===== src/logic/fetchUnit_defs.svh =====
//////////////////////////////////////////////////
// Fetch front end configuration macros
// Lane count, address and instruction sizes
// Cache and predictor sizes, reset vector
//////////////////////////////////////////////////
`ifndef FETCH_UNIT_DEFS_SVH
`define FETCH_UNIT_DEFS_SVH

// Lanes per fetch group
`define FETCH_WIDTH 2
// Address and instruction sizes
`define ADDR_WIDTH  32
`define INSN_BYTES  4
// Storage sizes
`define IC_LINES    16
`define BP_ENTRIES  32
// First fetch address on a group boundary
`define RESET_PC    32'h0000_1000

`endif


===== src/logic/fetchTypes.sv =====
//////////////////////////////////////////////////
// Package fetchTypes
// Vector types for PCs, instructions, cache lines
// State encoding of the refill FSM
//////////////////////////////////////////////////
`include "fetchUnit_defs.svh"

package fetchTypes;

    // Fetch address, also the physical address
    typedef logic [`ADDR_WIDTH-1:0] pcT;

    // One instruction word
    typedef logic [`INSN_BYTES*8-1:0] insnT;

    // One cache line holds a whole fetch group
    // Lane 0 sits in the low word
    typedef logic [`FETCH_WIDTH*`INSN_BYTES*8-1:0] lineT;

    // Refill FSM of the pipeline control
    typedef enum logic [1:0] {
        idle,
        missWait,
        refill
    } ctrlStateT;

endpackage


===== src/logic/fetchStage.sv =====
//////////////////////////////////////////////////
// Fetch stage
// Lane pipeline registers, prediction capture
// Lane squash, cache lookup and group output
//////////////////////////////////////////////////
`include "fetchUnit_defs.svh"

module fetchStage import fetchTypes::*; (
    input  logic clk,
    input  logic rstN,
    input  logic stall,
    input  logic clear,
    input  logic groupValid,
    input  pcT   groupPc,
    input  logic groupStartLane,
    input  logic predTaken [`FETCH_WIDTH],
    input  pcT   predTarget [`FETCH_WIDTH],
    input  logic icHit,
    input  lineT icLine,
    output logic icRe,
    output pcT   icAddr,
    output logic fetchRedirect,
    output pcT   fetchRedirectPc,
    output logic missBubble,
    output logic outValid [`FETCH_WIDTH],
    output pcT   outPc [`FETCH_WIDTH],
    output insnT outInsn [`FETCH_WIDTH],
    output logic outPredTaken [`FETCH_WIDTH],
    output pcT   outPredTarget [`FETCH_WIDTH]
);

    localparam int InsnBits = `INSN_BYTES * 8;

    logic laneValid [`FETCH_WIDTH];
    pcT   lanePc [`FETCH_WIDTH];
    logic regStall;
    logic beginStall;
    logic capTaken [`FETCH_WIDTH];
    pcT   capTarget [`FETCH_WIDTH];
    pcT   effTarget [`FETCH_WIDTH];
    logic laneTaken [`FETCH_WIDTH];
    logic squash [`FETCH_WIDTH];
    logic seenTaken;

    // Predictor output may move during a stall
    // so the copy from the first stalled cycle is kept
    assign beginStall = stall && !regStall;

    always_comb begin
        for (int i = 0; i < `FETCH_WIDTH; i++) begin
            effTarget[i] = regStall ? capTarget[i] : predTarget[i];
            laneTaken[i] = laneValid[i] && (regStall ? capTaken[i] : predTaken[i]);
        end
    end

    // First taken lane redirects, later lanes are squashed
    always_comb begin
        seenTaken = 1'b0;
        fetchRedirect = 1'b0;
        fetchRedirectPc = effTarget[0];
        for (int i = 0; i < `FETCH_WIDTH; i++) begin
            squash[i] = seenTaken && laneValid[i];
            if (laneTaken[i] && !seenTaken) begin
                fetchRedirect = 1'b1;
                fetchRedirectPc = effTarget[i];
            end
            seenTaken = seenTaken || laneTaken[i];
        end
    end

    // Lane valid bits and stall tracking
    always_ff @(posedge clk or negedge rstN) begin
        if (!rstN) begin
            regStall <= 1'b0;
            for (int i = 0; i < `FETCH_WIDTH; i++) begin
                laneValid[i] <= 1'b0;
                capTaken[i] <= 1'b0;
            end
        end else begin
            regStall <= stall;
            for (int i = 0; i < `FETCH_WIDTH; i++) begin
                if (clear) begin
                    laneValid[i] <= 1'b0;
                end else if (!stall) begin
                    laneValid[i] <= groupValid && (i >= int'(groupStartLane));
                end else if (squash[i]) begin
                    // Held group keeps only the lanes up to the taken branch
                    laneValid[i] <= 1'b0;
                end
                if (beginStall) begin
                    capTaken[i] <= predTaken[i];
                end
            end
        end
    end

    // Lane PCs and captured targets
    always_ff @(posedge clk) begin
        for (int i = 0; i < `FETCH_WIDTH; i++) begin
            if (!stall) begin
                lanePc[i] <= groupPc + pcT'(i * `INSN_BYTES);
            end
            if (beginStall) begin
                capTarget[i] <= predTarget[i];
            end
        end
    end

    // Whole group comes from one line at the group base
    assign icRe = laneValid[0] || laneValid[1];
    assign icAddr = lanePc[0];
    assign missBubble = icRe && !icHit;

    always_comb begin
        for (int i = 0; i < `FETCH_WIDTH; i++) begin
            outValid[i] = laneValid[i] && !squash[i] && !stall && !clear;
            outPc[i] = lanePc[i];
            outInsn[i] = icLine[i*InsnBits +: InsnBits];
            outPredTaken[i] = laneTaken[i] && !squash[i];
            // Not taken points at the next word
            outPredTarget[i] = laneTaken[i] ? effTarget[i] : lanePc[i] + pcT'(`INSN_BYTES);
        end
    end

    // Control must hold the stage on every miss
    noOutOnMissA: assert property (@(posedge clk) disable iff (!rstN)
        missBubble |-> !(outValid[0] || outValid[1]));

endmodule


===== config.mk =====
export PLATFORM = sky130hd
export DESIGN_NAME = fetchStage
export DESIGN_NICKNAME = d
export VERILOG_FILES = /design/src/logic/fetchTypes.sv /design/src/logic/fetchStage.sv
export VERILOG_INCLUDE_DIRS = /design/src /design/src/logic
export SDC_FILE = /design/constraint.sdc
export NUM_CORES = 1
export LEC_CHECK = 0
export BUFFER_PORTS_ARGS = -buffer_cell sky130_fd_sc_hd__buf_2
export CORE_AREA = 2 2 169 171
export CTS_CLUSTER_SIZE = 24
export DETAILED_ROUTE_END_ITERATION = 8
export DIE_AREA = 0 0 171 173
export GPL_TIMING_DRIVEN = 1
export HOLD_SLACK_MARGIN = 0.15
export PLACE_DENSITY = 0.68
export SLEW_MARGIN = 40
export SYNTH_ARGS = -nofsm -noshare
export SYNTH_HDL_FRONTEND = slang
export SYNTH_SLANG_ARGS = --single-unit

===== constraint.sdc =====
create_clock -name clk -period 4 [get_ports clk]
set_input_delay 0 -clock clk [delete_from_list [all_inputs] [get_ports clk]]
set_output_delay 0 -clock clk [all_outputs]
set_load 0.03 [all_outputs]

* After elaboration in Yosys (flattened, before gate mapping)
Memory sizes are Yosys's and may differ from the RTL's.
Cells that the tools add are included.
** Operators by class
- $add $sub $neg :: 3
- Order comparisons :: 1
- Equality and inequality tests :: 2
- Mux-type cells :: 17
- Reductions and logical operators :: 20
** Operator list (count)
- 32-bit 2-to-1 mux :: 5
- 32-bit by 3-bit adder with 32-bit output, second input constant :: 3
- 1-bit logical AND :: 13
- 1-bit 2-to-1 mux :: 12
- 1-bit zero test :: 6
- 3-bit by 1-bit != test with 1-bit output, second input constant :: 1
- 2-bit by 1-bit != test with 1-bit output, second input constant :: 1
- 1-bit greater-or-equal comparator, first input constant :: 1
- 1-bit logical OR :: 1
** Word-level totals
- Register bits :: 5
- Bits in writable memories :: 128
- Input port bits :: 169
- Output and inout bits :: 263
- Word-level logic and storage cells :: 50
- Memories :: 2
** Memories
- capTarget :: words 2, bits a word 32, rd ports 2, clocked after Yosys merged registers in 0, write ports 2, RTL line fetchStage.sv:39 : pcT capTarget [`FETCH_WIDTH];
- lanePc :: words 2, bits a word 32, rd ports 2, clocked after Yosys merged registers in 0, write ports 2, RTL line fetchStage.sv:35 : pcT lanePc [`FETCH_WIDTH];

* Longest topological paths before layout
- Depth after elaboration :: 7
- Mapped depth :: 7
- Mapped depth without buffers :: 5

* Worst setup path before layout
OpenSTA, ideal clock, no wires.
- Path kind :: flip-flop to output port
- Start point :: memory lanePc[0][2] (netlist name)
- End point :: output outPredTarget[54] (netlist name)
- Arrival time :: 2.640 ns
- Data required time :: 4.000 ns
- Setup slack :: 1.360 ns
- Cell stages (with the launch flop) :: 7
- Buffers on the path :: 1
- Cells stage by stage :: edfxtp_1 > ha_1 > nand4_2 > or4_1 > buf_2 > or4_1 > a31oi_1
** RTL lines
- start, declared :: RTL line fetchStage.sv:35
- end, declared :: RTL line fetchStage.sv:29 : output pcT outPredTarget [`FETCH_WIDTH]

==> reports/results.ini <==
[timing]
tightest_slew_ps = 780
rsz0062_at_grt = no
skew_ps = 6.27
post-route-min-period_ps = 3190
tns_ps = 0
max_freq_mhz = 314
report.final.slew_viol_count = 0
setup_ws_ps = 810
setup_violations = 0
min_period_over_period = 0.797
hold_viol = 0
maxSlewHeadroom = 0.478

[yosys]
synth.distinct_cells = 45
yosysWarnings = 0
ys.flop_type = edfxtp_1
netlist_area_um2 = 8660
synth_edf_count = 126
avgSynthCellArea_um2 = 11.0
seq_area_frac_synth = 0.452
synth_fp_nets = 958
ys_seq_elements = 131
synthCells = 786
synth-async-reset-ratio = 0.0382

[routing]
antenna_left = 0
viasPerCell = 5.29
wl_um = 34500
dr.pass1.iters = 5
wire_per_inst_um = 22.4
drt_iter0_markers = 823
vias = 8130
drc_errors = 0

[worst_setup_path]
crit_required_ps = 4000
crit_arrival_ps = 3190
criticalPathCategory = flip-flop to primary output
worst_setup_path_end_kind = primary output
cp-start-kind = flip-flop
cp_max_fo = 16

[global_route]
grt_max_degree = 141
grt_pass1_wl_um = 49300
grt_pass1_vias = 7594
gr-total-overflow = 0
antenna_found_initial = 0
grt_use_total = 0.225

[die]
start_util = 0.313
die_area_um2 = 29600
die_h_um = 173
die_w_um = 171
ioPinCount = 432
core_um2 = 27600
rows = 61

[clock_tree]
clkLatencyLatePin_ps = 420
cts_setup_buffers = 0
numCtsBuffers = 17
cts_resized = 0
cts-root-buf = clkbuf_16
cts_tree = yes
cts_sinks = 131
clock_path_buffers = 2
clkTransAtPathRegs_ps = 60
cts_htree_levels = 4

[run_status]
outcome = finished, final reports clean

[final_layout]
utilization = 0.443
layout_common_cells = buf_2 (303), dlygate4sd3_1 (168), edfxtp_1 (126), a211oi_1 (49), nor2b_1 (48)
diodes = 0
area_growth_pct = 41.4
drive_gt1_frac = 0.346
num-nets-final = 1319
final_common_cell = buf_2
design_area_um2 = 12200

[power]
ir_worst_vdd_v = 0.000229
powerDensity_nw_per_um2 = 391
p_leak_nw = 4.69

[placement]
dpl_cell_area_um2 = 9870
pre_cts_slack_ps = 1280
io_buffer_count = 303
hpwl_um = 25000
gp_congestion = 0.900

[flow_run]
maxCapViolCount = 0

[worst_hold_path]
hold_class = primary input to primary output

logic make-up (layout without fill, tap and decap cells):
group,Yosys count,count (layout),synth area share
xor gates and xnor gates,53,53,0.0536
AOI/OAI and AO/OA,149,149,0.113
DFF,131,131,0.452
adders and majority gates,3,3,0.00434
and+or+nand+nor,237,237,0.159
muxes,53,53,0.103
buffers and inverters,160,534,0.115
where the power goes:
part	leakage (nW)	switching [W]	internal, W
registers	1.27	0.000119	0.00161
logic	3.10	0.000840	0.000426
clock network	0.319	0.000631	0.00117
sequential cells by signal (all words and copies together), names as in the netlist:
| signal | count |
|---|---|
| capTarget | 64 |
| capTaken | 2 |
| laneValid | 2 |
| regStall | 1 |
| lanePc | 62 |
layer usage:
layer	wire length [µm]	global-route usage	up-vias	part of all wire
met2	15700	0.341	426	0.46
met4	987	0.0780	0	0.029
met5	0	0	-	0
li1	-	-	3658	-
met1	15300	0.320	3983	0.44
met3	2480	0.0423	63	0.072
critical path, stage by stage (launching register included):
cell and delay, ps:
edfxtp_1 460, ha_1 270, nand4_2 160, or4_1 850, or4_1 630, a31oi_1 180
buf_2 220
synth_stat cells, types with 9 or more instances:
cell type / count / area (µm²)
a211oi_1: 49 / 368
mux4_2: 28 / 631
xor2_1: 16 / 140
o21ai_0: 18 / 90.1
mux2i_1: 18 / 180
xnor2_1: 37 / 324
o31ai_1: 18 / 135
nor2_1: 20 / 75.1
nor4_1: 10 / 62.6
nand4_1: 25 / 156
or4_1: 19 / 143
inv_1: 20 / 75.1
nand2_1: 35 / 131
buf_4: 101 / 758
edfxtp_1: 126 / 3780
a21oi_1: 27 / 135
nor2b_1: 48 / 300
nand3_1: 32 / 160
a31oi_1: 30 / 188
nor3_1: 9 / 45.0
clkbuf_1: 27 / 101
layout make-up:
type | instances | area, µm²
fillers | 2622 | 15400
inverters | 20 | 80.1
clock buffers | 18 | 429
flip-flops and latches | 131 | 3910
multi-input cells | 495 | 3800
well taps | 378 | 473
clock inverters | 14 | 235
repair buffers | 482 | 3310
stage by stage:
step / total power (W) / instances / hold WS (ps)
final: 0.00479 / 1538 / 275
after global routing: 0.00494 / 1538 / 296
after CTS: 0.00481 / 1538 / 272
after detailed placement: 0.00280 / 1338 / -168
after global placement: 0.00279 / 1338 / -173
after floorplan: 0.00254 / 786 / -296
repair_timing:
action,4_1_cts,5_1_grt
endpoints found under the hold margin,200,0
hold buffers,168,0
endpoints found under the setup margin,0,0
path summary, 6_finish.rpt:
check | from | cells after the start | to | slack (ps)
setup / recovery | lanePc[0][2] | 6 | outPredTarget[56] | 810
hold / removal | icHit | 3 | missBubble | 280
setup reg to reg | regStall | 3 | capTarget[0][8] | 2110
hold reg to reg | capTaken[1] | 1 | capTaken[1] | 510
max in group asynchronous | rstN | 3 | regStall | 3240
min in group asynchronous | rstN | 3 | laneValid[1] | 510
No activity file was read; power rests on OpenSTA's default activity.
