## src/logic/fetchUnit_defs.svh

```systemverilog
//////////////////////////////////////////////////
// Fetch front end configuration macros
// Lane count, address and instruction sizes
// Cache and predictor sizes, reset vector
//////////////////////////////////////////////////
`ifndef FETCH_UNIT_DEFS_SVH
`define FETCH_UNIT_DEFS_SVH

// Lanes per fetch group
`define FETCH_WIDTH 2
// Address and instruction sizes
`define ADDR_WIDTH  32
`define INSN_BYTES  4
// Storage sizes
`define IC_LINES    16
`define BP_ENTRIES  32
// First fetch address on a group boundary
`define RESET_PC    32'h0000_1000

`endif

```

## src/logic/fetchTypes.sv

```systemverilog
//////////////////////////////////////////////////
// Package fetchTypes
// Vector types for PCs, instructions, cache lines
// State encoding of the refill FSM
//////////////////////////////////////////////////
`include "fetchUnit_defs.svh"

package fetchTypes;

    // Fetch address, also the physical address
    typedef logic [`ADDR_WIDTH-1:0] pcT;

    // One instruction word
    typedef logic [`INSN_BYTES*8-1:0] insnT;

    // One cache line holds a whole fetch group
    // Lane 0 sits in the low word
    typedef logic [`FETCH_WIDTH*`INSN_BYTES*8-1:0] lineT;

    // Refill FSM of the pipeline control
    typedef enum logic [1:0] {
        idle,
        missWait,
        refill
    } ctrlStateT;

endpackage

```

## src/logic/instCache.sv

```systemverilog
//////////////////////////////////////////////////
// Instruction cache
// Direct-mapped, one fetch group per line
// Combinational lookup, refill write
//////////////////////////////////////////////////
`include "fetchUnit_defs.svh"

module instCache import fetchTypes::*; (
    input  logic clk,
    input  logic rstN,
    input  logic icRe,
    input  pcT   icAddr,
    output logic icHit,
    output lineT icLine,
    input  logic refillWe,
    input  lineT memData
);

    // Address split
    localparam int OffsetBits = $clog2(`FETCH_WIDTH * `INSN_BYTES);
    localparam int IndexBits = $clog2(`IC_LINES);
    localparam int TagBits = `ADDR_WIDTH - IndexBits - OffsetBits;

    // Line storage
    lineT dataArray [`IC_LINES];
    logic [TagBits-1:0] tagArray [`IC_LINES];
    logic [`IC_LINES-1:0] validBits;

    logic [IndexBits-1:0] index;
    logic [TagBits-1:0] tag;

    assign index = icAddr[OffsetBits +: IndexBits];
    assign tag = icAddr[`ADDR_WIDTH-1 -: TagBits];

    // Hit needs a read, a valid line and a matching tag
    assign icHit = icRe && validBits[index] && (tagArray[index] == tag);
    // Data goes out regardless, fetch qualifies it with the hit
    assign icLine = dataArray[index];

    // Valid bits start cleared
    always_ff @(posedge clk or negedge rstN) begin
        if (!rstN) begin
            validBits <= '0;
        end else if (refillWe) begin
            validBits[index] <= 1'b1;
        end
    end

    // Refill lands at the address still held in fetch
    always_ff @(posedge clk) begin
        if (refillWe) begin
            dataArray[index] <= memData;
            tagArray[index] <= tag;
        end
    end

endmodule

```

## config.mk

```make
export PLATFORM = sky130hd
export DESIGN_NAME = instCache
export DESIGN_NICKNAME = d
export VERILOG_FILES = /design/src/logic/fetchTypes.sv /design/src/logic/instCache.sv
export VERILOG_INCLUDE_DIRS = /design/src /design/src/logic
export SDC_FILE = /design/constraint.sdc
export NUM_CORES = 1
export LEC_CHECK = 0
export ABC_CLOCK_PERIOD_IN_PS = 9150
export BUFFER_PORTS_ARGS = -buffer_cell sky130_fd_sc_hd__buf_4
export CAP_MARGIN = 40
export CORE_UTILIZATION = 50
export DETAILED_ROUTE_END_ITERATION = 12
export PLACE_DENSITY = 0.65
export SLEW_MARGIN = 30
export SYNTH_ARGS = -nofsm -noshare
export SYNTH_HDL_FRONTEND = slang
export SYNTH_SLANG_ARGS = --single-unit
export TNS_END_PERCENT = 100
```

## constraint.sdc

```tcl
create_clock -name clk -period 9.15 [get_ports clk]
set_input_delay 1.3725 -clock clk [delete_from_list [all_inputs] [get_ports clk]]
set_output_delay 1.3725 -clock clk [all_outputs]
set_load 0.05 [all_outputs]
```

# After elaboration in Yosys (flattened, before gate mapping)
# Memories as Yosys holds them, arrays and structs flattened.
# Cells that the tools add are included.
# W data, S select, Z words.
[totals]
ff_bits = 16
ramBits = 1424
in_bits = 100
out_inout_bits = 65
elab_cells = 16
mem_count = 2
[classes]
order_cmp = 2
n_eq_ne = 1
muxes = 6
n_bitwise = 1
reduce_logical = 3
[mem_list]
columns = ["name", "depth", "word_bits", "read_ports", "rd_clocked_by_memory_dff", "write_ports", "line", "text"]
rows = [
  ["dataArray", 16, 64, 1, 0, 1, "instCache.sv:25", "lineT dataArray [`IC_LINES];"],
  ["tagArray", 16, 25, 1, 0, 1, "instCache.sv:26", "logic [TagBits-1:0] tagArray [`IC_LINES];"],
]
[op_table]
columns = ["op", "n"]
rows = [
  ["$eq A25 B25 Y1", 1],
  ["$or A16 B16 Y16", 1],
  ["$lt A4 B5 Y1 const B", 1],
  ["$bmux W1 S4", 1],
  ["$demux W1 S4", 1],
  ["$ge A4 B1 Y1 const B", 1],
  ["$mux W1", 4],
  ["$logic_and A1 B1 Y1", 3],
]

# Logic depth before layout (Yosys ltp)
[depth]
word_depth = 5
depth_mapped = 13
mapped_depth_nobuf = 7

# Worst setup path after synthesis
# Ideal clock, no wire load.
[synth_path]
kind = "input to register"
startpoint = "input port icAddr[4]"
endpoint = "register validBits[2]"
setup_time_ns = 0.103
arrival_time_ns = 9.397
required_time_ns = 9.047
setup_slack_ns = -0.350
path_stages = 9
path_buffers = 6
cell_sequence = "clkbuf_1 > buf_4 > buf_4 > buf_2 > buf_2 > buf_2 > nand3_1 > nor3_1 > or2_2"
[synth_between]
elab_chain_cells = 5
word_cells_on_any_way = 6
cone_classes = "order compare: 2; mux: 2; bitwise: 1; reduce/logical: 1"
[synth_rtl]
columns = ["element", "line", "text"]
rows = [
  ["from (decl)", "instCache.sv:12", "input pcT icAddr,"],
  ["$lt A4 B5 Y1 (not written as such) / $ge A4 B1 Y1 (equally long branches)", "instCache.sv:45", "validBits[index] <= 1'b1;"],
  ["$logic_and A1 B1 Y1 (not written as such)", "instCache.sv:45", ""],
  ["$mux W1 (not written as such)", "instCache.sv:45", ""],
  ["$demux W1 S4 (*)", "instCache.sv:45", ""],
  ["$or A16 B16 Y16 (no source line) (*)", "--", ""],
  ["to (signal assigned)", "instCache.sv:43", "validBits <= '0;"],
  ["to (signal, indexed assignment)", "instCache.sv:45", ""],
  ["to (decl)", "instCache.sv:27", "logic [`IC_LINES-1:0] validBits;"],
]
# Every way passes the cells marked *; elsewhere a longest branch is shown, timed or not.
# A chain may end at the register's enable or synchronous reset.

# Worst setup path in the final report
[layout_path]
startpoint = "input port icAddr[3]"
endpoint = "output port icHit"
[layout_between]
elab_chain_cells = 4
word_cells_on_any_way = 6
cone_classes = "eq/ne: 1; mux: 2; reduce/logical: 2; memory: 1"
[layout_rtl]
columns = ["element", "line", "text"]
rows = [
  ["branches (longest 3 deep; another with $mem_v2 Z16 W25)", "--", ""],
  ["$logic_and A1 B1 Y1 (*)", "instCache.sv:36", "assign icHit = icRe && validBits[index] && (tagArray[index] == tag);"],
  ["to (decl)", "instCache.sv:13", "output logic icHit,"],
]
# Mark *: on every way between the ends. The select of a mux whose other input is x is not followed.

==> run summary <==
run status -> complete, no violations
Synth area leader -> edfxtp_1
post-cts resize count -> 0
number of synthesized register bits -> 1,440
Setup violations, final -> 0
Total Neg Setup Slack -> 0 ps
Tot GR Track Use -> 0.2161
drt wl/cell -> 29.32 um
CP Capture Type -> output port
Clock Path Buffers -> 3
initial antenna violation count -> 12
Crit path largest cell delay -> 660 ps
Max-Cap Viols -> 0
total core area -> 0.1087 mm^2
Root Buffer Master -> clkbuf_16
worst vdd ir -> 0.0001736 V
Setup WS post-layout -> 2358 ps
Period Utilization, post-route -> 0.7423
Worst Path Max Fanout -> 59
I/O pins -> 165
first-pass GRT wire length -> 173.1 mm
Hold Path Class -> reg2reg
Yosys cell types -> 48
CP top delay family -> buffers and inverters
antenna viol nets, final -> 0
Netlist Area Pre-Place -> 0.05478 mm^2
Total Routed Length -> 117.3 mm
sequential-to-total area share from yosys stat -> 0.7879
CTS tree -> done
worst hold slack -> 466.7 ps
worst setup path end -> icHit
Nets -> 2,571
Final Slew Violations -> 0
number of global-route vias before repair -> 25,860
GRT overflow -> 0
Psw -> 2.939 mW
leak pwr -> 19.79 nW
Port Buffers -> 161
Initial Util -> 0.5039
Cell Count, Final, Fillers Out -> 4,001
# clock sinks -> 1,440
cts bufs inserted -> 145
minimum clock period after layout -> 6792 ps
Area Overhead vs Synth -> 14.45%
endpoint of the lowest-slack register-to-register path -> validBits[4]$_DFFE_PN0P_
Yosys warnings -> 0
internal power -> 10.99 mW
WP data arrival -> 5420 ps
CP Launch Point -> icAddr[3]
reg2reg path depth -> 1
largest net degree at the start of global routing -> 148
Die Ht -> 333.0 um
Synth top cells by count -> edfxtp_1 (1,424), mux4_2 (423), buf_2 (48), clkbuf_1 (38), mux2i_1 (29)
CP Launch Type -> primary input
Critical R2R Launch -> validBits[4]$_DFFE_PN0P_
HP Start -> validBits[9]$_DFFE_PN0P_
layout cells sized above 1 -> 0.3438
worst slew pin tran -> 1085 ps
post-CTS setup buffer count -> 0
Final HPWL DP -> 60.47 mm
Synth top area share -> 0.7806
Final Skew -> 0 ps
Initial DRC Count -> 2,171
routability cong. -> 0.7693
Max-slew headroom -> 0.2764
clock slew at reported path FFs -> 60 ps
Hold-fix buffers, CTS -> 0
Via density -> 6.052
slowest CP cell -> buf_4
Die Area -> 0.1109 mm^2
Synth Flop Type -> edfxtp_1
Avg Inst Size Synth -> 24.88 um^2
most frequent cell after synthesis -> edfxtp_1
Seq pwr share -> 0.533
Die W -> 333.0 um
largest cells by area after synthesis -> edfxtp_1 (78%), mux4_2 (17%), dfrtp_1 (0.73%), mux2i_1 (0.53%), buf_2 (0.44%)
Clock power frac -> 0.403
Post-synth ARST share -> 0.01111
Post-DP Area -> 0.05813 mm^2
clk_lat worst skew -> 730 ps
Switching Share -> 0.2109
RSZ-0062 raised after global routing -> no
CTS H-Tree Depth -> 4
endpoints failing hold -> 0
Post-synth EDFFs -> 1,424
storage element area -> 0.04316 mm^2
post-synth net total -> 2,302
kind of critical path -> in2out
routed vias -> 24,210
Max Fclk -> 0.1472 GHz
fin util -> 0.5768
PwrDens -> 222.2 mW/mm^2
Crit path buffers/inverters -> 3
DRT Pass-1 Iters -> 7
worst path required time -> 7780 ps
FILL cells -> 7,678
crit-path cells -> buf_8 -> buf_4 -> mux4_2 -> mux4_2 -> xor2_1 -> a2111oi_0 -> nor4b_2 -> buf_4
final instance area -> 0.06269 mm^2
row count -> 121
multi-input logic area -> 0.01113 mm^2
WP depth -> 8
dpl ws -> 2383 ps
Combinational Power Share -> 0.063
Power Total -> 13.93 mW
Post-route DRC -> 0
R2R setup slack -> 8360 ps
Cells after DPL -> 3,736
Mapped Cells -> 2,202
-- per-layer routing --
metal | track usage | up-vias | wire length, um
li1 | - | 10110 | -
met1 | 0.2943 | 13160 | 47480
met2 | 0.3580 | 779 | 60290
met3 | 0.03988 | 156 | 7178
met4 | 0.06540 | 14 | 2269
met5 | 0 | - | 96
-- worst min path at each step --
stage	end	cells after the start
5_1_grt	validBits[14]$_DFFE_PN0P_	1
3_3_place_gp	validBits[8]$_DFFE_PN0P_	1
3_5_place_dp	validBits[13]$_DFFE_PN0P_	1
4_1_cts	validBits[10]$_DFFE_PN0P_	1
6_report	validBits[9]$_DFFE_PN0P_	1
2_1_floorplan	validBits[10]$_DFFE_PN0P_	1
-- power by group through the flow --
stage,combinational [mW],sequential (mW),clock (mW)
2_1_floorplan,0.563,7.57,0
3_3_place_gp,0.864,7.56,0
3_5_place_dp,0.892,7.57,0
4_1_cts,0.894,7.43,5.73
5_1_grt,0.937,7.44,5.98
6_report,0.881,7.43,5.62
-- kinds of logic (layout without fill, tap and decap cells) --
family,after synthesis,count (layout),synth area share
simple gates,95,95,0.008885
buf+inv,124,505,0.01142
other cells,0,4,0
mux,454,454,0.1796
compound gates,62,62,0.007812
xor+xnor,27,27,0.004317
flops,1440,1440,0.7879
-- registers in the layout, indices dropped and copies added (netlist names) --
register	count
tagArray	400
validBits	16
dataArray	1024
-- layout by cell type (no fill, tap or decap), types with 3 or more instances in the layout --
| cell | instances |
|---|---|
| and2_1 | 5 |
| a22oi_1 | 5 |
| clkinv_1 | 23 |
| a2111oi_0 | 4 |
| buf_4 | 204 |
| nor3_1 | 3 |
| mux4_2 | 423 |
| clkinv_2 | 23 |
| nand3_1 | 9 |
| nor2_4 | 12 |
| inv_6 | 10 |
| buf_16 | 12 |
| a211oi_1 | 7 |
| inv_1 | 15 |
| clkbuf_8 | 3 |
| mux2i_1 | 29 |
| o22ai_1 | 6 |
| nor2b_1 | 4 |
| buf_6 | 8 |
| nor3_4 | 4 |
| clkinvlp_4 | 3 |
| or2_2 | 16 |
| diode_2 | 4 |
| clkinv_8 | 4 |
| nand2b_1 | 5 |
| edfxtp_1 | 1424 |
| xor2_1 | 7 |
| clkbuf_1 | 38 |
| o21ai_0 | 5 |
| clkbuf_16 | 147 |
| a21oi_1 | 17 |
| nand2_1 | 12 |
| buf_12 | 4 |
| xnor2_1 | 20 |
| bufinv_16 | 9 |
| dfrtp_1 | 16 |
| nor2_1 | 16 |
| nand4_1 | 4 |
-- area by class of cell --
cell class | count | area share
Sequential cell | 1440 | 0.6884
Inverter | 16 | 0.001038
Clock buffer | 188 | 0.06161
Tap cell | 1414 | 0.02822
Antenna cell | 4 | 0.0001597
Clock inverter | 71 | 0.01018
Timing Repair Buffer | 230 | 0.03289
Multi-Input combinational cell | 638 | 0.1775
No activity file was read; power rests on OpenSTA's default activity.
