--- src/logic/fetchUnit_defs.svh ---
//////////////////////////////////////////////////
// Fetch front end configuration macros
// Lane count, address and instruction sizes
// Cache and predictor sizes, reset vector
//////////////////////////////////////////////////
`ifndef FETCH_UNIT_DEFS_SVH
`define FETCH_UNIT_DEFS_SVH

// Lanes per fetch group
`define FETCH_WIDTH 2
// Address and instruction sizes
`define ADDR_WIDTH  32
`define INSN_BYTES  4
// Storage sizes
`define IC_LINES    16
`define BP_ENTRIES  32
// First fetch address on a group boundary
`define RESET_PC    32'h0000_1000

`endif

--- src/logic/fetchTypes.sv ---
//////////////////////////////////////////////////
// Package fetchTypes
// Vector types for PCs, instructions, cache lines
// State encoding of the refill FSM
//////////////////////////////////////////////////
`include "fetchUnit_defs.svh"

package fetchTypes;

    // Fetch address, also the physical address
    typedef logic [`ADDR_WIDTH-1:0] pcT;

    // One instruction word
    typedef logic [`INSN_BYTES*8-1:0] insnT;

    // One cache line holds a whole fetch group
    // Lane 0 sits in the low word
    typedef logic [`FETCH_WIDTH*`INSN_BYTES*8-1:0] lineT;

    // Refill FSM of the pipeline control
    typedef enum logic [1:0] {
        idle,
        missWait,
        refill
    } ctrlStateT;

endpackage

--- src/logic/fetchControl.sv ---
//////////////////////////////////////////////////
// Pipeline control
// Stall and clear levels, refill FSM
//////////////////////////////////////////////////
module fetchControl import fetchTypes::*; (
    input  logic clk,
    input  logic rstN,
    input  logic missBubble,
    input  logic decStall,
    input  logic beRedirect,
    input  pcT   icAddr,
    input  logic memValid,
    output logic memReq,
    output pcT   memAddr,
    output logic refillWe,
    output logic stall,
    output logic clear
);

    ctrlStateT state;
    ctrlStateT stateNext;
    // Set when a redirect hits while memory is still busy
    logic abandoned;

    assign clear = beRedirect;
    // Redirect wins over any stall so both stages reload at once
    assign stall = (missBubble || decStall) && !beRedirect;

    // One request per miss, only from idle
    assign memReq = (state == idle) && missBubble && !beRedirect;
    assign memAddr = icAddr;
    // Line goes in as memory answers, stale answers are dropped
    assign refillWe = (state == missWait) && memValid && !abandoned && !beRedirect;

    always_comb begin
        stateNext = state;
        case (state)
            idle: begin
                if (memReq) begin
                    stateNext = missWait;
                end
            end
            missWait: begin
                if (memValid) begin
                    stateNext = refillWe ? refill : idle;
                end
            end
            // Hit shows up in this cycle
            refill: stateNext = idle;
            default: stateNext = idle;
        endcase
    end

    always_ff @(posedge clk or negedge rstN) begin
        if (!rstN) begin
            state <= idle;
            abandoned <= 1'b0;
        end else begin
            state <= stateNext;
            if (stateNext == idle) begin
                abandoned <= 1'b0;
            end else if (beRedirect) begin
                abandoned <= 1'b1;
            end
        end
    end

    // Refilled line must hit while fetch still holds the group
    refillHitA: assert property (@(posedge clk) disable iff (!rstN)
        (state == refill) |-> !missBubble);

endmodule

--- config.mk ---
export PLATFORM = sky130hd
export DESIGN_NAME = fetchControl
export DESIGN_NICKNAME = d
export VERILOG_FILES = /design/src/logic/fetchTypes.sv /design/src/logic/fetchControl.sv
export VERILOG_INCLUDE_DIRS = /design/src /design/src/logic
export SDC_FILE = /design/constraint.sdc
export NUM_CORES = 1
export LEC_CHECK = 0
export BUFFER_PORTS_ARGS = -buffer_cell sky130_fd_sc_hd__buf_2
export CAP_MARGIN = 20
export CORE_MARGIN = 1
export CORE_UTILIZATION = 27
export DETAILED_ROUTE_END_ITERATION = 8
export PLACE_DENSITY = 0.93
export SETUP_SLACK_MARGIN = 0.4
export SLEW_MARGIN = 20
export SYNTH_ARGS = -nofsm -noshare
export SYNTH_HDL_FRONTEND = slang
export SYNTH_SLANG_ARGS = --single-unit
--- constraint.sdc ---
create_clock -name clk -period 2.3 [get_ports clk]
set_input_delay 0.46 -clock clk [delete_from_list [all_inputs] [get_ports clk]]
set_output_delay 0.46 -clock clk [all_outputs]
set_load 0.005 [all_outputs]
; Word-level counts from Yosys, hierarchy flattened
; Cells that the tools add are included.
[op_classes]
eq_ne = 1
n_mux = 6
n_reduce_logical = 12
[ops]
columns = cell, count
row1 = $logic_and 1x1->1, 6
row2 = $mux 2, 3
row3 = $logic_not 2->1, 2
row4 = $pmux 2 s2, 1
row5 = $eq 2x1->1 const B, 1
row6 = $logic_not 1->1, 2
row7 = $mux 1, 2
row8 = $reduce_bool 2->1, 1
row9 = $logic_or 1x1->1, 1
[totals]
register_bits = 3
in_bits = 38
output_inout_bits = 36
wordCells = 21

; Logic depth before layout (Yosys ltp)
; Gate-level depths: netlist of the first run.
[logic_depth]
word_depth = 9
depth_mapped = 2
ltp_nobuf = 2

; Least setup slack after synthesis of the first run
; OpenSTA, ideal clock, no wires.
[synth_timing]
kind = input to output
start = input beRedirect
end = output memReq
arrival_ps = 952
required_ps = 1840
setup_slack_ps = 888
cell_stages = 2
path_buffers = 0
path_cell_list = or3b_4 nor2_1
[synth_via]
elab_chain_len = 2
[synth_rtl]
columns = item, line_no
row1 = "start, declared", fetchControl.sv:10  ; input logic beRedirect,
row2 = $logic_not 1->1, fetchControl.sv:30  ; assign memReq = (state == idle) && missBubble && !beRedirect;
row3 = $logic_and 1x1->1, fetchControl.sv:30
row4 = "end, declared", fetchControl.sv:13  ; output logic memReq,
; No other way between the ends.

; Worst setup path after layout of the first run
[layout_timing]
start = register state[0]
end = output memReq
[layout_via]
elab_chain_len = 3
[layout_rtl]
columns = item, line_no
row1 = "start, declared", fetchControl.sv:20  ; ctrlStateT state;
row2 = "start signal, assigned", fetchControl.sv:56  ; state <= idle;
row3 = "start signal, assigned", fetchControl.sv:59  ; state <= stateNext;
row4 = $logic_not 2->1, fetchControl.sv:30
row5 = $logic_and 1x1->1 (2 in series), fetchControl.sv:30
; No other way between the ends.

==> results.json, run 1 <==
{
  "status": "finished, final reports clean",
  "dieArea_mm2": 0.00167,
  "grt_setup_unrepaired": "no",
  "syn_nets": 85,
  "vias": 203,
  "h-tree-depth": 1,
  "via_per_inst": 4.72,
  "utilization": 0.194,
  "grt_usage": 0.0732,
  "cts-buffers-inserted": 3,
  "yosysMostFrequentCell": "buf_4",
  "final_cells": 43,
  "grt_first_pass_wirelength_um": 710,
  "layout_min_cycle_time_ps": 1710,
  "synth-edff-count": 0,
  "wirelength_um": 535,
  "drive_above_1_share": 0.571,
  "cts_tree": "done",
  "grt.overflow.total": 0,
  "synthToLayoutAreaGrowth_pct": -36.1,
  "final_nets": 67,
  "num-fill-cells": 155,
  "endpoint": "memReq",
  "ant_nets": 0,
  "path_cells": "or3b_4 -> nor2_1 -> buf_2",
  "io_pins": 74,
  "setup-tns-final_ps": 0,
  "yosys_most_used_dff": "dfrtp_1",
  "hpwl_um": 421,
  "die_y_um": 40.9,
  "cpPeakStageDelay_ps": 420,
  "clkTransAtPathRegs_ps": 40,
  "ir_drop_mv": 0.215,
  "synth_common_cells": "buf_4 (33), nor2_1 (4), dfrtp_1 (3)",
  "powerDensity_mw_per_mm2": 695,
  "place.gp.congestion": 0.541,
  "synthTopCellsByArea": "buf_4 (61%), dfrtp_1 (18%), o32ai_2 (4.0%)",
  "power_leakage_nw": 0.130,
  "worst-r2r-cell-count": 2,
  "synthDistinctLibCells": 10,
  "r2r-end": "abandoned",
  "endpoint_kind": "primary output",
  "ys_warn_count": 0,
  "r2r_slack_ps": 1280,
  "drc": 0,
  "io_buffers": 9,
  "crit_start": "state[0]",
  "synth_seq_cells": 3,
  "synth.largest_area_cell": "buf_4",
  "crit_path_start_kind": "flip-flop",
  "synth_top_area_frac": 0.606,
  "worstSkewPairLatency_ps": 230,
  "core-area_mm2": 0.00135,
  "hold_viol": 0,
  "syn_area_um2": 409,
  "finClkSkew_ps": 5.16,
  "tightestPinTransition_ps": 218,
  "wl_per_cell_um": 12.4,
  "cts.sinks": 3,
  "dp.cells": 38,
  "placementRows": 13,
  "syn_area_per_cell_um2": 8.71,
  "crit_fanout": 4,
  "worstPathArrival_ps": 1250,
  "hold_path_class": "flip-flop to flip-flop",
  "slew-limit-headroom": 0.854,
  "report.final.slew_viol_count": 0,
  "drtIter0Drc": 2,
  "maxCapViolations": 0,
  "period_share": 0.742,
  "diodes": 0,
  "root_buffer": "clkbuf_4",
  "criticalPathCategory": "flip-flop to primary output",
  "async_reset_ff_frac": 1.00,
  "cpMaxStageDelayCell": "or3b_4",
  "antenna_found_initial": 0,
  "required_ps": 1840,
  "fmax_mhz": 586,
  "holdWs_ps": 503,
  "synth_cells": 47,
  "die_w_um": 40.9,
  "clockBufferDepth": 2,
  "yosysSeqAreaShare": 0.183,
  "start_util": 0.303,
  "setup_viol": 0,
  "hold-path-cell-count": 1,
  "cts_setup_buffers": 0,
  "cts_resized": 0,
  "first_global_vias": 186,
  "r2r_start": "state[0]",
  "drt-pass1-iter-count": 2,
  "cts_hold_buffers": 0,
  "grt_max_degree": 7
}
-- layer usage --
layer  wire (um)  vias up  GRT usage
met5           0        -          0
met4           0        0      0.108
met3          81        0     0.0924
met2         295       19     0.0938
met1         158      106     0.0362
li1            -       78          -
-- power breakdown --
group / switching, mW / total (mW) / internal, mW
logic: 0.0117 / 0.0272 / 0.0155
registers: 0.00398 / 0.0614 / 0.0574
clock network: 0.0280 / 0.0931 / 0.0651
total: 0.0436 / 0.182 / 0.138
-- cells by family after synthesis --
family | count (synthesis) | share of synthesized area
AOI/OAI and AO/OA | 2 | 0.0612
buffers and inverters | 33 | 0.606
and+or+nand+nor | 9 | 0.150
DFF | 3 | 0.183
-- final cells by class --
cell class	count	area [um^2]	share of cell area
Sequential cell	3	75.1	0.287
Tap cell	15	18.8	0.0718
Multi-Input combinational cell	11	86.3	0.330
Clock buffer	4	26.3	0.100
Timing Repair Buffer	10	55.1	0.211
-- placed cells by master (no fill, tap or decap), drive strengths merged --
master / instances
nand2b: 1
a21oi: 1
or3b: 1
or2b: 1
and4b: 2
buf: 9
o32ai: 1
dlygate4sd3: 1
dfrtp: 3
clkbuf: 4
nor2: 4
-- sequential cells by signal, summed over array words and instances, names as in the netlist --
| register | flops |
|---|---|
| abandoned | 1 |
| state | 2 |
-- worst min path at each step --
stage | from | end | slack (ps)
after floorplan | rstN | abandoned | 160
after global placement | rstN | state[1] | 250
after detailed placement | rstN | abandoned | 260
after CTS | rstN | abandoned | 4
after global routing | state[1] | state[0] | 520
final | state[1] | state[0] | 500
-- worst max-delay path, delay by kind of cell (launching register included) --
family                 cells  cell delay (ps)
buffers and inverters      1              110
AND/OR/NAND/NOR            2              510
flip-flops                 1              390
-- stage by stage --
stage	total power [mW]	area, um^2	setup slack [ps]
floorplan	0.122	409	888
global placement	0.0869	225	672
detailed placement	0.0884	225	668
CTS	0.186	251	581
global route	0.197	262	532
finish	0.182	262	592
(Power assumes the default switching activity.)
==> run 2, diff against run 1 <==
Settings changed: CORE_UTILIZATION 27 to 25, PLACE_DENSITY 0.93 to 0.88.
Clock period 2.3 ns to 1.75 ns, I/O delays scaled along.
==> run 2 against run 1 <==
- global-route usage fell by 0.68 points
- register-to-register slack got worse by 620 ps
- non-clock buffer count rose by 6
- clock skew fell by 3.5 ps
- largest power group unchanged
- routed wire length rose by 11%
- sequential power rose by 31%
==> results.json, run 2 (synthesized netlist as in run 1, its figures left out) <==
{
  "status": "finished, final reports clean",
  "die_y_um": 42.5,
  "cp_top_family": "simple AND/OR/NAND/NOR gates",
  "hold_viol": 0,
  "top_register": "state",
  "report.final.slew_viol_count": 0,
  "crit_path_start_kind": "flip-flop",
  "wl_per_cell_um": 11.9,
  "worstPathArrival_ps": 1190,
  "finClkSkew_ps": 1.63,
  "vias": 215,
  "synthToLayoutAreaGrowth_pct": -20.8,
  "final_common_cell": "buf_2",
  "r2r-end": "abandoned",
  "cts_tree": "done",
  "utilization": 0.213,
  "h-tree-depth": 1,
  "cts.sinks": 3,
  "ant_nets": 0,
  "cpMaxStageDelayCell": "or3b_4",
  "place_ws_ps": 341,
  "cp_num_buf_inv": 1,
  "final_area_um2": 324,
  "hold_path_class": "input port to async pin",
  "path_cells": "or3b_4 -> nor2_2 -> buf_2",
  "grt_max_degree": 7,
  "grt_setup_unrepaired": "yes",
  "fmax_mhz": 651,
  "clockBufferDepth": 2,
  "period_share": 0.878,
  "dpl-instance-area_um2": 226,
  "setup_slack_ps": 213,
  "crit_cells": 3,
  "power_leakage_nw": 0.160,
  "powerDensity_mw_per_mm2": 804,
  "reg_top3": "state (2), abandoned (1)",
  "drt-pass1-iter-count": 2,
  "dieArea_mm2": 0.00180,
  "grt_first_pass_wirelength_um": 876,
  "criticalPathCategory": "flip-flop to primary output",
  "largest_reg_flops": 2,
  "required_ps": 1400,
  "io_buffers": 9,
  "core-area_mm2": 0.00152,
  "hpwl_um": 418,
  "setup-tns-final_ps": 0,
  "mostFrequentLayoutCells": "buf_2 (8), buf_4 (5), clkbuf_4 (3)",
  "placementRows": 14,
  "slew-limit-headroom": 0.874,
  "via_per_inst": 4.30,
  "cpPeakStageDelay_ps": 380,
  "worstSkewPairLatency_ps": 230,
  "die_w_um": 42.5,
  "maxCapViolations": 0,
  "antenna_found_initial": 0,
  "root_buffer": "clkbuf_4",
  "r2r_start": "state[0]",
  "totalPowerFinal_mw": 0.261,
  "drtIter0Drc": 5,
  "worst-r2r-cell-count": 4,
  "start_util": 0.268,
  "holdWs_ps": 444,
  "endpoint_kind": "primary output",
  "r2r_slack_ps": 660,
  "grt.overflow.total": 0,
  "final_cells": 50,
  "layout_min_cycle_time_ps": 1540,
  "dp.cells": 39,
  "diodes": 0,
  "grt_usage": 0.0664,
  "clkTransAtPathRegs_ps": 40,
  "wirelength_um": 595,
  "setup_viol": 0,
  "num-fill-cells": 167,
  "place.gp.congestion": 0.590,
  "final_nets": 73,
  "drive_above_1_share": 0.735,
  "ir_drop_mv": 0.192,
  "cts-buffers-inserted": 3,
  "first_global_vias": 217,
  "drc": 0,
  "tightestPinTransition_ps": 189,
  "crit_fanout": 2,
  "io_pins": 74
}
-- run 2: power breakdown --
part | switching, mW | internal (mW) | total [mW]
clock | 0.0357 | 0.0854 | 0.121
combinational | 0.0216 | 0.0376 | 0.0592
sequential | 0.00445 | 0.0757 | 0.0802
total | 0.0618 | 0.199 | 0.261
-- run 2: layer usage --
metal,GRT usage,share of wire,vias up
li1,-,-,90
met2,0.0923,0.51,11
met3,0.0259,0.11,6
met1,0.0679,0.35,108
met4,0.0813,0.024,0
met5,0,0,-
-- run 2: area by class of cell --
type,count,area [um^2],area share
clock buffer,4,26.3,0.0811
sequential,3,76.3,0.236
tap,16,20.0,0.0618
timing repair buffer,16,110,0.340
multi-input combinational,11,91.3,0.282
-- run 2: worst max path at each step --
stage          startpoint      to
2_1_floorplan    state[0]  memReq
5_1_grt          state[0]  memReq
3_5_place_dp   beRedirect  memReq
4_1_cts          state[0]  memReq
6_report         state[0]  memReq
3_3_place_gp   beRedirect  memReq
-- run 2: what timing repair did --
action	CTS	global route
resized for setup	2	3
setup buffers	3	3
pin swaps	2	0
hold endpoints to repair	3	0
endpoints found under the setup margin	2	2
hold buffers	1	0
-- run 2: worst reg2reg max path, stage by stage, from the launching register on --
cell	delay [ps]
dfrtp_1	340
buf_4	110
buf_6	80
or2b_1	260
o32ai_2	200
