--- config.mk ---
export PLATFORM = sky130hd
export DESIGN_NAME = branchPredictor
export DESIGN_NICKNAME = d
export VERILOG_FILES = /design/src/logic/fetchTypes.sv /design/src/logic/branchPredictor.sv
export VERILOG_INCLUDE_DIRS = /design/src /design/src/logic
export SDC_FILE = /design/constraint.sdc
export NUM_CORES = 2
export LEC_CHECK = 0
export ABC_AREA = 1
export BUFFER_PORTS_ARGS = -buffer_cell sky130_fd_sc_hd__buf_2
export CAP_MARGIN = 20
export CORE_ASPECT_RATIO = 0.6
export CORE_MARGIN = 5
export CORE_UTILIZATION = 30
export DETAILED_ROUTE_END_ITERATION = 10
export GPL_ROUTABILITY_DRIVEN = 0
export PLACE_DENSITY = 0.48
export SLEW_MARGIN = 30
export SYNTH_ARGS = -nofsm -noshare
export SYNTH_HDL_FRONTEND = slang
export SYNTH_SLANG_ARGS = --single-unit
--- constraint.sdc ---
create_clock -name clk -period 5.3 [get_ports clk]
set_input_delay 0.265 -clock clk [delete_from_list [all_inputs] [get_ports clk]]
set_output_delay 0.265 -clock clk [all_outputs]
set_load 0.01 [all_outputs]
--- src/logic/fetchUnit_defs.svh ---
//////////////////////////////////////////////////
// Fetch front end configuration macros
// Lane count, address and instruction sizes
// Cache and predictor sizes, reset vector
//////////////////////////////////////////////////
`ifndef FETCH_UNIT_DEFS_SVH
`define FETCH_UNIT_DEFS_SVH

// Lanes per fetch group
`define FETCH_WIDTH 2
// Address and instruction sizes
`define ADDR_WIDTH  32
`define INSN_BYTES  4
// Storage sizes
`define IC_LINES    16
`define BP_ENTRIES  32
// First fetch address on a group boundary
`define RESET_PC    32'h0000_1000

`endif

--- src/logic/fetchTypes.sv ---
//////////////////////////////////////////////////
// Package fetchTypes
// Vector types for PCs, instructions, cache lines
// State encoding of the refill FSM
//////////////////////////////////////////////////
`include "fetchUnit_defs.svh"

package fetchTypes;

    // Fetch address, also the physical address
    typedef logic [`ADDR_WIDTH-1:0] pcT;

    // One instruction word
    typedef logic [`INSN_BYTES*8-1:0] insnT;

    // One cache line holds a whole fetch group
    // Lane 0 sits in the low word
    typedef logic [`FETCH_WIDTH*`INSN_BYTES*8-1:0] lineT;

    // Refill FSM of the pipeline control
    typedef enum logic [1:0] {
        idle,
        missWait,
        refill
    } ctrlStateT;

endpackage

--- src/logic/branchPredictor.sv ---
//////////////////////////////////////////////////
// Branch predictor
// Per-lane bimodal counters with a BTB
// Registered read address, back-end training
//////////////////////////////////////////////////
`include "fetchUnit_defs.svh"

module branchPredictor import fetchTypes::*; (
    input  logic clk,
    input  logic rstN,
    input  logic stall,
    input  pcT   groupPc,
    output logic predTaken [`FETCH_WIDTH],
    output pcT   predTarget [`FETCH_WIDTH],
    input  logic brUpdate,
    input  pcT   brUpdatePc,
    input  logic brUpdateTaken,
    input  pcT   brUpdateTarget
);

    localparam int LaneBits = $clog2(`INSN_BYTES);
    localparam int OffsetBits = $clog2(`FETCH_WIDTH * `INSN_BYTES);
    localparam int IndexBits = $clog2(`BP_ENTRIES);
    localparam int TagBits = `ADDR_WIDTH - IndexBits - OffsetBits;

    // One table per lane
    logic [1:0] counter [`FETCH_WIDTH][`BP_ENTRIES];
    logic btbValid [`FETCH_WIDTH][`BP_ENTRIES];
    logic [TagBits-1:0] btbTag [`FETCH_WIDTH][`BP_ENTRIES];
    pcT btbTarget [`FETCH_WIDTH][`BP_ENTRIES];

    pcT rdPc;
    logic [IndexBits-1:0] rdIndex;
    logic [TagBits-1:0] rdTag;
    logic [IndexBits-1:0] upIndex;
    logic [TagBits-1:0] upTag;
    logic [OffsetBits-LaneBits-1:0] upLane;

    assign rdIndex = rdPc[OffsetBits +: IndexBits];
    assign rdTag = rdPc[`ADDR_WIDTH-1 -: TagBits];
    // Lane picked by the word position inside the group
    assign upLane = brUpdatePc[LaneBits +: OffsetBits-LaneBits];
    assign upIndex = brUpdatePc[OffsetBits +: IndexBits];
    assign upTag = brUpdatePc[`ADDR_WIDTH-1 -: TagBits];

    // Address follows the group entering fetch
    always_ff @(posedge clk or negedge rstN) begin
        if (!rstN) begin
            rdPc <= `RESET_PC;
        end else if (!stall) begin
            rdPc <= groupPc;
        end
    end

    // Taken needs a BTB hit and a counter of 2 or more
    always_comb begin
        for (int l = 0; l < `FETCH_WIDTH; l++) begin
            predTaken[l] = btbValid[l][rdIndex] && (btbTag[l][rdIndex] == rdTag)
                && counter[l][rdIndex][1];
            predTarget[l] = btbTarget[l][rdIndex];
        end
    end

    // Counters start weakly not-taken
    always_ff @(posedge clk or negedge rstN) begin
        if (!rstN) begin
            for (int l = 0; l < `FETCH_WIDTH; l++) begin
                for (int e = 0; e < `BP_ENTRIES; e++) begin
                    counter[l][e] <= 2'b01;
                    btbValid[l][e] <= 1'b0;
                end
            end
        end else if (brUpdate) begin
            // Saturating step toward the outcome
            if (brUpdateTaken && counter[upLane][upIndex] != 2'b11) begin
                counter[upLane][upIndex] <= counter[upLane][upIndex] + 2'd1;
            end else if (!brUpdateTaken && counter[upLane][upIndex] != 2'b00) begin
                counter[upLane][upIndex] <= counter[upLane][upIndex] - 2'd1;
            end
            if (brUpdateTaken) begin
                btbValid[upLane][upIndex] <= 1'b1;
            end
        end
    end

    // Target only learned from taken outcomes
    always_ff @(posedge clk) begin
        if (brUpdate && brUpdateTaken) begin
            btbTag[upLane][upIndex] <= upTag;
            btbTarget[upLane][upIndex] <= brUpdateTarget;
        end
    end

endmodule

Word level (Yosys, flattened, before mapping)

Memory sizes are Yosys's and may differ from the RTL's.
Index checks and enable logic that the tools add are counted.

Bits in registers: 224
RAM bits: 3584
Input bits: 101
Output and inout port bits: 66
Memories kept: 2

Memory list:

| name      | depth | width | rd ports | clocked after Yosys merged registers in | wr ports | RTL line              | RTL |
|---|---|---|---|---|---|---|---|
| btbTarget | 2     | 1024  | 2        | 0                                       | 1        | branchPredictor.sv:30 | `` pcT btbTarget [`FETCH_WIDTH][`BP_ENTRIES]; `` |
| btbTag    | 2     | 768   | 2        | 0                                       | 1        | branchPredictor.sv:29 | `` logic [TagBits-1:0] btbTag [`FETCH_WIDTH][`BP_ENTRIES]; `` |

Add/subtract/negate cells: 2
$lt $le $gt $ge: 5
Equal/unequal tests: 3
Mux-type cells: 49
Bitwise gates (word level): 4
Reduce and logical (&&, ||, !) cells: 14

Operator list:

| operator                                                   | number |
|---|---|
| two-way mux 1024 bit                                       | 1 |
| two-way mux 768 bit                                        | 1 |
| binary-select mux 32 bit (select 5 bit)                    | 2 |
| bitwise mux 128 bit                                        | 2 |
| two-way mux 128 bit                                        | 2 |
| two-way mux 64 bit                                         | 4 |
| binary-select mux 24 bit (select 5 bit)                    | 2 |
| two-way mux 32 bit                                         | 6 |
| demux 32 bit (select 5 bit)                                | 1 |
| demux 24 bit (select 5 bit)                                | 1 |
| two-way mux 24 bit                                         | 5 |
| demux 64 bit (select 1 bit)                                | 1 |
| bitwise OR 64 bit                                          | 1 |
| == test 24 bit                                             | 2 |
| demux 32 bit (select 1 bit)                                | 1 |
| binary-select mux 2 bit (select 5 bit)                     | 3 |
| two-way mux 2 bit                                          | 7 |
| >= comparator 6 bit, second input constant                 | 2 |
| NOT 5 -> 6 bit                                             | 2 |
| binary-select mux 1 bit (select 5 bit)                     | 2 |
| demux 2 bit (select 5 bit)                                 | 1 |
| logical AND 1 bit                                          | 9 |
| less-than comparator 6 x 1 -> 1 bit, second input constant | 1 |
| two-way mux 1 bit                                          | 6 |
| 10 further kinds                                           | 12 |

Depth between registers and ports, before layout

Depth after elaboration: 11
Depth in mapped cells: 23
Gate-level depth less buffers: 19

Worst setup path before layout

No wires, ideal clock.

Kind: input to register
Start point: input brUpdatePc[2]
End point: register btbValid[16] (netlist bit)
Library setup time: 0.098 ns
Arrival: 7.059 ns
Data required time: 5.202 ns
Setup slack: -1.857 ns
Stages on the path: 7
Cell sequence: buf_2 -> inv_2 -> buf_2 -> buf_2 -> buf_2 -> nor4_1 -> or2_2

Longest elaborated chain between the ends: 6
Elaborated cells between the ends (all ways): 7
Those cells by class: 2 x order compare; 2 x mux; 2 x bitwise; 1 x reduce/logical

Ends and longest elaborated chain:

| what                                                                                                    | RTL line              | RTL |
|---|---|---|
| start: declaration                                                                                      | branchPredictor.sv:16 | `input pcT brUpdatePc,` |
| NOT 1 -> 2 bit (implied by the code) *                                                                  | branchPredictor.sv:81 | `btbValid[upLane][upIndex] <= 1'b1;` |
| >= comparator 2 bit (implied by the code) / less-than comparator 2 x 1 -> 1 bit (equally long branches) | branchPredictor.sv:81 |  |
| logical AND 1 bit (implied by the code)                                                                 | branchPredictor.sv:81 |  |
| two-way mux 32 bit (implied by the code)                                                                | branchPredictor.sv:81 |  |
| demux 32 bit (select 1 bit) *                                                                           | branchPredictor.sv:81 |  |
| bitwise OR 64 bit (no line) *                                                                           | -                     |  |
| end signal: indexed assignment                                                                          | branchPredictor.sv:70 | `btbValid[l][e] <= 1'b0;` |
| end signal: indexed assignment                                                                          | branchPredictor.sv:81 |  |
| end: declaration                                                                                        | branchPredictor.sv:28 | `` logic btbValid [`FETCH_WIDTH][`BP_ENTRIES]; `` |

Mark *: on every way between the ends. The rest lies on a longest branch, timed or not.
A chain may end at the register's enable or synchronous reset.

==> impl_results.md <==
- Status: finished, final reports clean
- Area share of the largest cell type after synthesis: 0.705
- Count of final max-slew check failures: 0
- Number of design-rule violations left by the first detailed-router iteration: 14,800
- Max Fclk: 0.193 GHz
- Proportion of synthesized chip area in sequential cells: 0.742
- Initial DRT Pass Iterations: 6
- Library cell used as clock root buffer: sky130_fd_sc_hd__clkbuf_16
- Row count: 202
- Worst hold path type: in -> reg
- Average footprint of a synthesized cell: 12.3 um2
- Height of the chip: 563 um
- Sinks on Clock Net: 3,805
- Wire length of the first global-routing pass: 774,000 um
- Number of distinct standard cells referenced by the synthesized netlist: 39
- Top-level I/O count: 167
- Clock insertion delay at the later pin of the skew report: 0.96 ns
- Remaining max-slew budget at the tightest pin: 0.253
- Routed wirelength normalized by instance count: 28.4 um
- Cell Count Post-Placement: 18,800
- Layout Skew: 0.0553 ns
- Total via count after detailed routing: 103,000
- Max-capacitance violation count: 0
- Maximum clock path buffer count: 4
- Pin count of the biggest net entering global routing: 169
- Count of flip-flops with a built-in enable after synthesis: 3,584
- Die X: 931 um
- DIE AREA: 0.524 mm2
- Final WS setup: 0.110 ns
- Startpoint of the most critical hold path: brUpdate
- Setup TNS: 0 ns
- Net count reported at finish: 12,700
- Number of clock buffers inserted by TritonCTS: 356
- Ratio of total power to cell area: 376 mW/mm2
- Kind of end point of the critical path: primary output
- Core outline area: 0.506 mm2
- Worst r2r dst: counter[95]
- Remaining DRCs: 0
- Pin slew with the least headroom to its limit: 1.12 ns
- Via count of the first global-routing pass: 93,200
- Hold Path Stages: 6
- Top_reg_cell synth: sky130_fd_sc_hd__edfxtp_1
- Synth area leaders: sky130_fd_sc_hd__edfxtp_1 71%, sky130_fd_sc_hd__nand2_1 5.7%, sky130_fd_sc_hd__nand3_1 5.1%
- Synth cell count leaders: 3,584 x sky130_fd_sc_hd__edfxtp_1, 2,312 x sky130_fd_sc_hd__nand2_1, 1,553 x sky130_fd_sc_hd__nand3_1
- Dominant cell type by area after synthesis: sky130_fd_sc_hd__edfxtp_1
- Path type of the worst setup path: reg -> out
- Depth of the CTS H-tree: 5
- Gr usage total: 0.205
- Worst-path clk slew: 0.07 ns
- Fin crit share: 0.979
- Worst Setup Slack post-DPL: 0.975 ns
- Share of async-settable or async-resettable flops after synthesis: 0.0581
- Top fanout value on the critical path: 136
- Count leader, synth: sky130_fd_sc_hd__edfxtp_1
- Post-synth net total: 12,500
- I/O Buffers: 161
- Vias per cell: 5.24
- Flop2flop setup slack: 1.63 ns
- Number of fill cells: 49,600
- Data arrival time at the worst-slack endpoint: 4.92 ns
- Number of cells on the worst reg-to-reg path: 17
- Share of post-route cells with drive strength above 1: 0.0972
- Leakage power figure: 0.0587 uW
- Final Routed Wirelength: 557,000 um
- Fin cells: 19,600
- Req. time, crit path: 5.04 ns
- CTS tree: done
- Growth of design area from synthesis to finish: 14.9%
- Post-synthesis instance area: 0.153 mm2
- Warning count from the yosys run: 0
- Number of routed nets with antenna violations: 0
- Initial Util: 0.302
- IR drop worst, VDD: 0.264 mV
- Remaining Overflow, GRT: 0
- Final setup violation count: 0
- Gate Count Post-Synth: 12,400
- Hold Fails Final Rpt: 0
- Initial antenna violation count: 71
- Half-perimeter wire length after detailed placement: 285,000 um
- Worst reg2reg startpoint: counter[67]
- Min Clock Period, post-route: 5.19 ns
- Register bit total from synthesis: 3,805
- Kind of launch point of the worst setup path: flop
-- cell type report --
cell class / instances / area [um2] / share of cell area
Clock buffer: 459 / 9580 / 0.0547
Tap cell: 6732 / 8420 / 0.0480
Timing Repair inverter: 1 / 11.3 / 0.0000642
Sequential cell: 3805 / 113000 / 0.646
Timing Repair Buffer: 656 / 6800 / 0.0388
Inverter: 113 / 492 / 0.00280
Clock inverter: 175 / 1490 / 0.00848
Multi-Input combinational cell: 7655 / 35300 / 0.201
Antenna cell: 8 / 20.0 / 0.000114
-- flip-flops by register name, summed over array words and instances, names as in the netlist, named ones only --
| name | cells |
|---|---|
| counter | 64 |
| rdPc | 29 |
| btbValid | 64 |
| btbTag | 1536 |
| btbTarget | 2048 |
-- how the worst max path moves through the flow --
stage,end,startpoint
floorplan,btbValid[16],brUpdatePc[2]
global placement,predTaken[0],rdPc[3]
detailed placement,predTaken[0],rdPc[3]
CTS,predTaken[0],rdPc[3]
global route,predTaken[0],rdPc[4]
finish,predTaken[0],rdPc[4]
-- cell families (layout without fill, tap and decap cells) --
group	count (synthesis)	in the layout	synth area share
AO/OA/AOI/OAI	2201	2201	0.0786
XOR/XNOR	2	2	0.000115
adder cells (fa/ha/maj)	2	2	0.000164
buffers and inverters	975	1404	0.0308
flip-flops	3805	3805	0.742
other	0	8	0
AND/OR/NAND/NOR	5450	5450	0.148
-- worst max-delay path, stage by stage (launching register included) --
cell	delay (ns)
sky130_fd_sc_hd__dfrtp_4	0.65
sky130_fd_sc_hd__inv_16	0.61
sky130_fd_sc_hd__buf_4	0.44
sky130_fd_sc_hd__nand3_1	0.12
sky130_fd_sc_hd__nand3_1	0.11
sky130_fd_sc_hd__nand3_1	0.18
sky130_fd_sc_hd__nand3_1	0.24
sky130_fd_sc_hd__nand2_1	0.07
sky130_fd_sc_hd__nand2_1	0.06
sky130_fd_sc_hd__nand2_1	0.05
sky130_fd_sc_hd__nor2_1	0.19
sky130_fd_sc_hd__nand2_1	0.11
sky130_fd_sc_hd__nor2_1	0.11
sky130_fd_sc_hd__nand2_1	0.18
sky130_fd_sc_hd__nor2_1	0.47
sky130_fd_sc_hd__buf_2	0.23
-- where the power goes --
group	leakage, uW	switching, uW	internal, uW
logic	0.0184	5080	1860
registers	0.0348	210	33300
clock network	0.00545	11800	13800
total	0.0587	17100	49000
-- layer usage --
metal  global-route usage  vias up  routed length, um
met1                0.331    52000             268000
met3               0.0349      671              49000
met2                0.287     4685             229000
met5                    0        -                 97
met4               0.0397       16              11400
li1                     -    45300                  -
-- metrics by stage --
| step | hold slack [ns] | power, uW | utilization | instance area [um2] |
|---|---|---|---|---|
| 6_report | 0.0697 | 66000 | 0.347 | 175000 |
| 5_1_grt | 0.0672 | 68300 | 0.347 | 175000 |
| 4_1_cts | 0.00378 | 66400 | 0.346 | 175000 |
| 3_5_place_dp | 0.338 | 40900 | 0.322 | 163000 |
| 3_3_place_gp | 0.334 | 40900 | 0.322 | 163000 |
| 2_1_floorplan | -0.0306 | 37900 | - | 153000 |
-- placed cells by master (no fill, tap or decap), types with 21 or more instances in the layout --
master,instances
sky130_fd_sc_hd__o21ai_0,1336
sky130_fd_sc_hd__a21oi_1,112
sky130_fd_sc_hd__inv_1,102
sky130_fd_sc_hd__nor2_1,1438
sky130_fd_sc_hd__buf_4,275
sky130_fd_sc_hd__clkbuf_16,363
sky130_fd_sc_hd__edfxtp_1,3584
sky130_fd_sc_hd__or2_2,57
sky130_fd_sc_hd__clkbuf_1,82
sky130_fd_sc_hd__clkinv_2,69
sky130_fd_sc_hd__nand3_1,1552
sky130_fd_sc_hd__dfrtp_1,151
sky130_fd_sc_hd__o22ai_1,581
sky130_fd_sc_hd__nand2_1,2310
sky130_fd_sc_hd__o21ai_1,85
sky130_fd_sc_hd__buf_12,140
sky130_fd_sc_hd__dlygate4sd3_1,113
sky130_fd_sc_hd__nor2_4,27
sky130_fd_sc_hd__dfstp_2,65
sky130_fd_sc_hd__o221ai_1,36
sky130_fd_sc_hd__clkinv_1,60
sky130_fd_sc_hd__buf_2,119
sky130_fd_sc_hd__bufinv_16,21
-- timing repair --
item | CTS | global route
gates resized for setup | 1 | 4
endpoints found under the setup margin | 1 | 2
hold buffers | 109 | 5
hold endpoints to repair | 3135 | 320
gates cloned | 0 | 1
setup buffers | 0 | 3
Note: power is estimated with default switching activity, not from simulation.
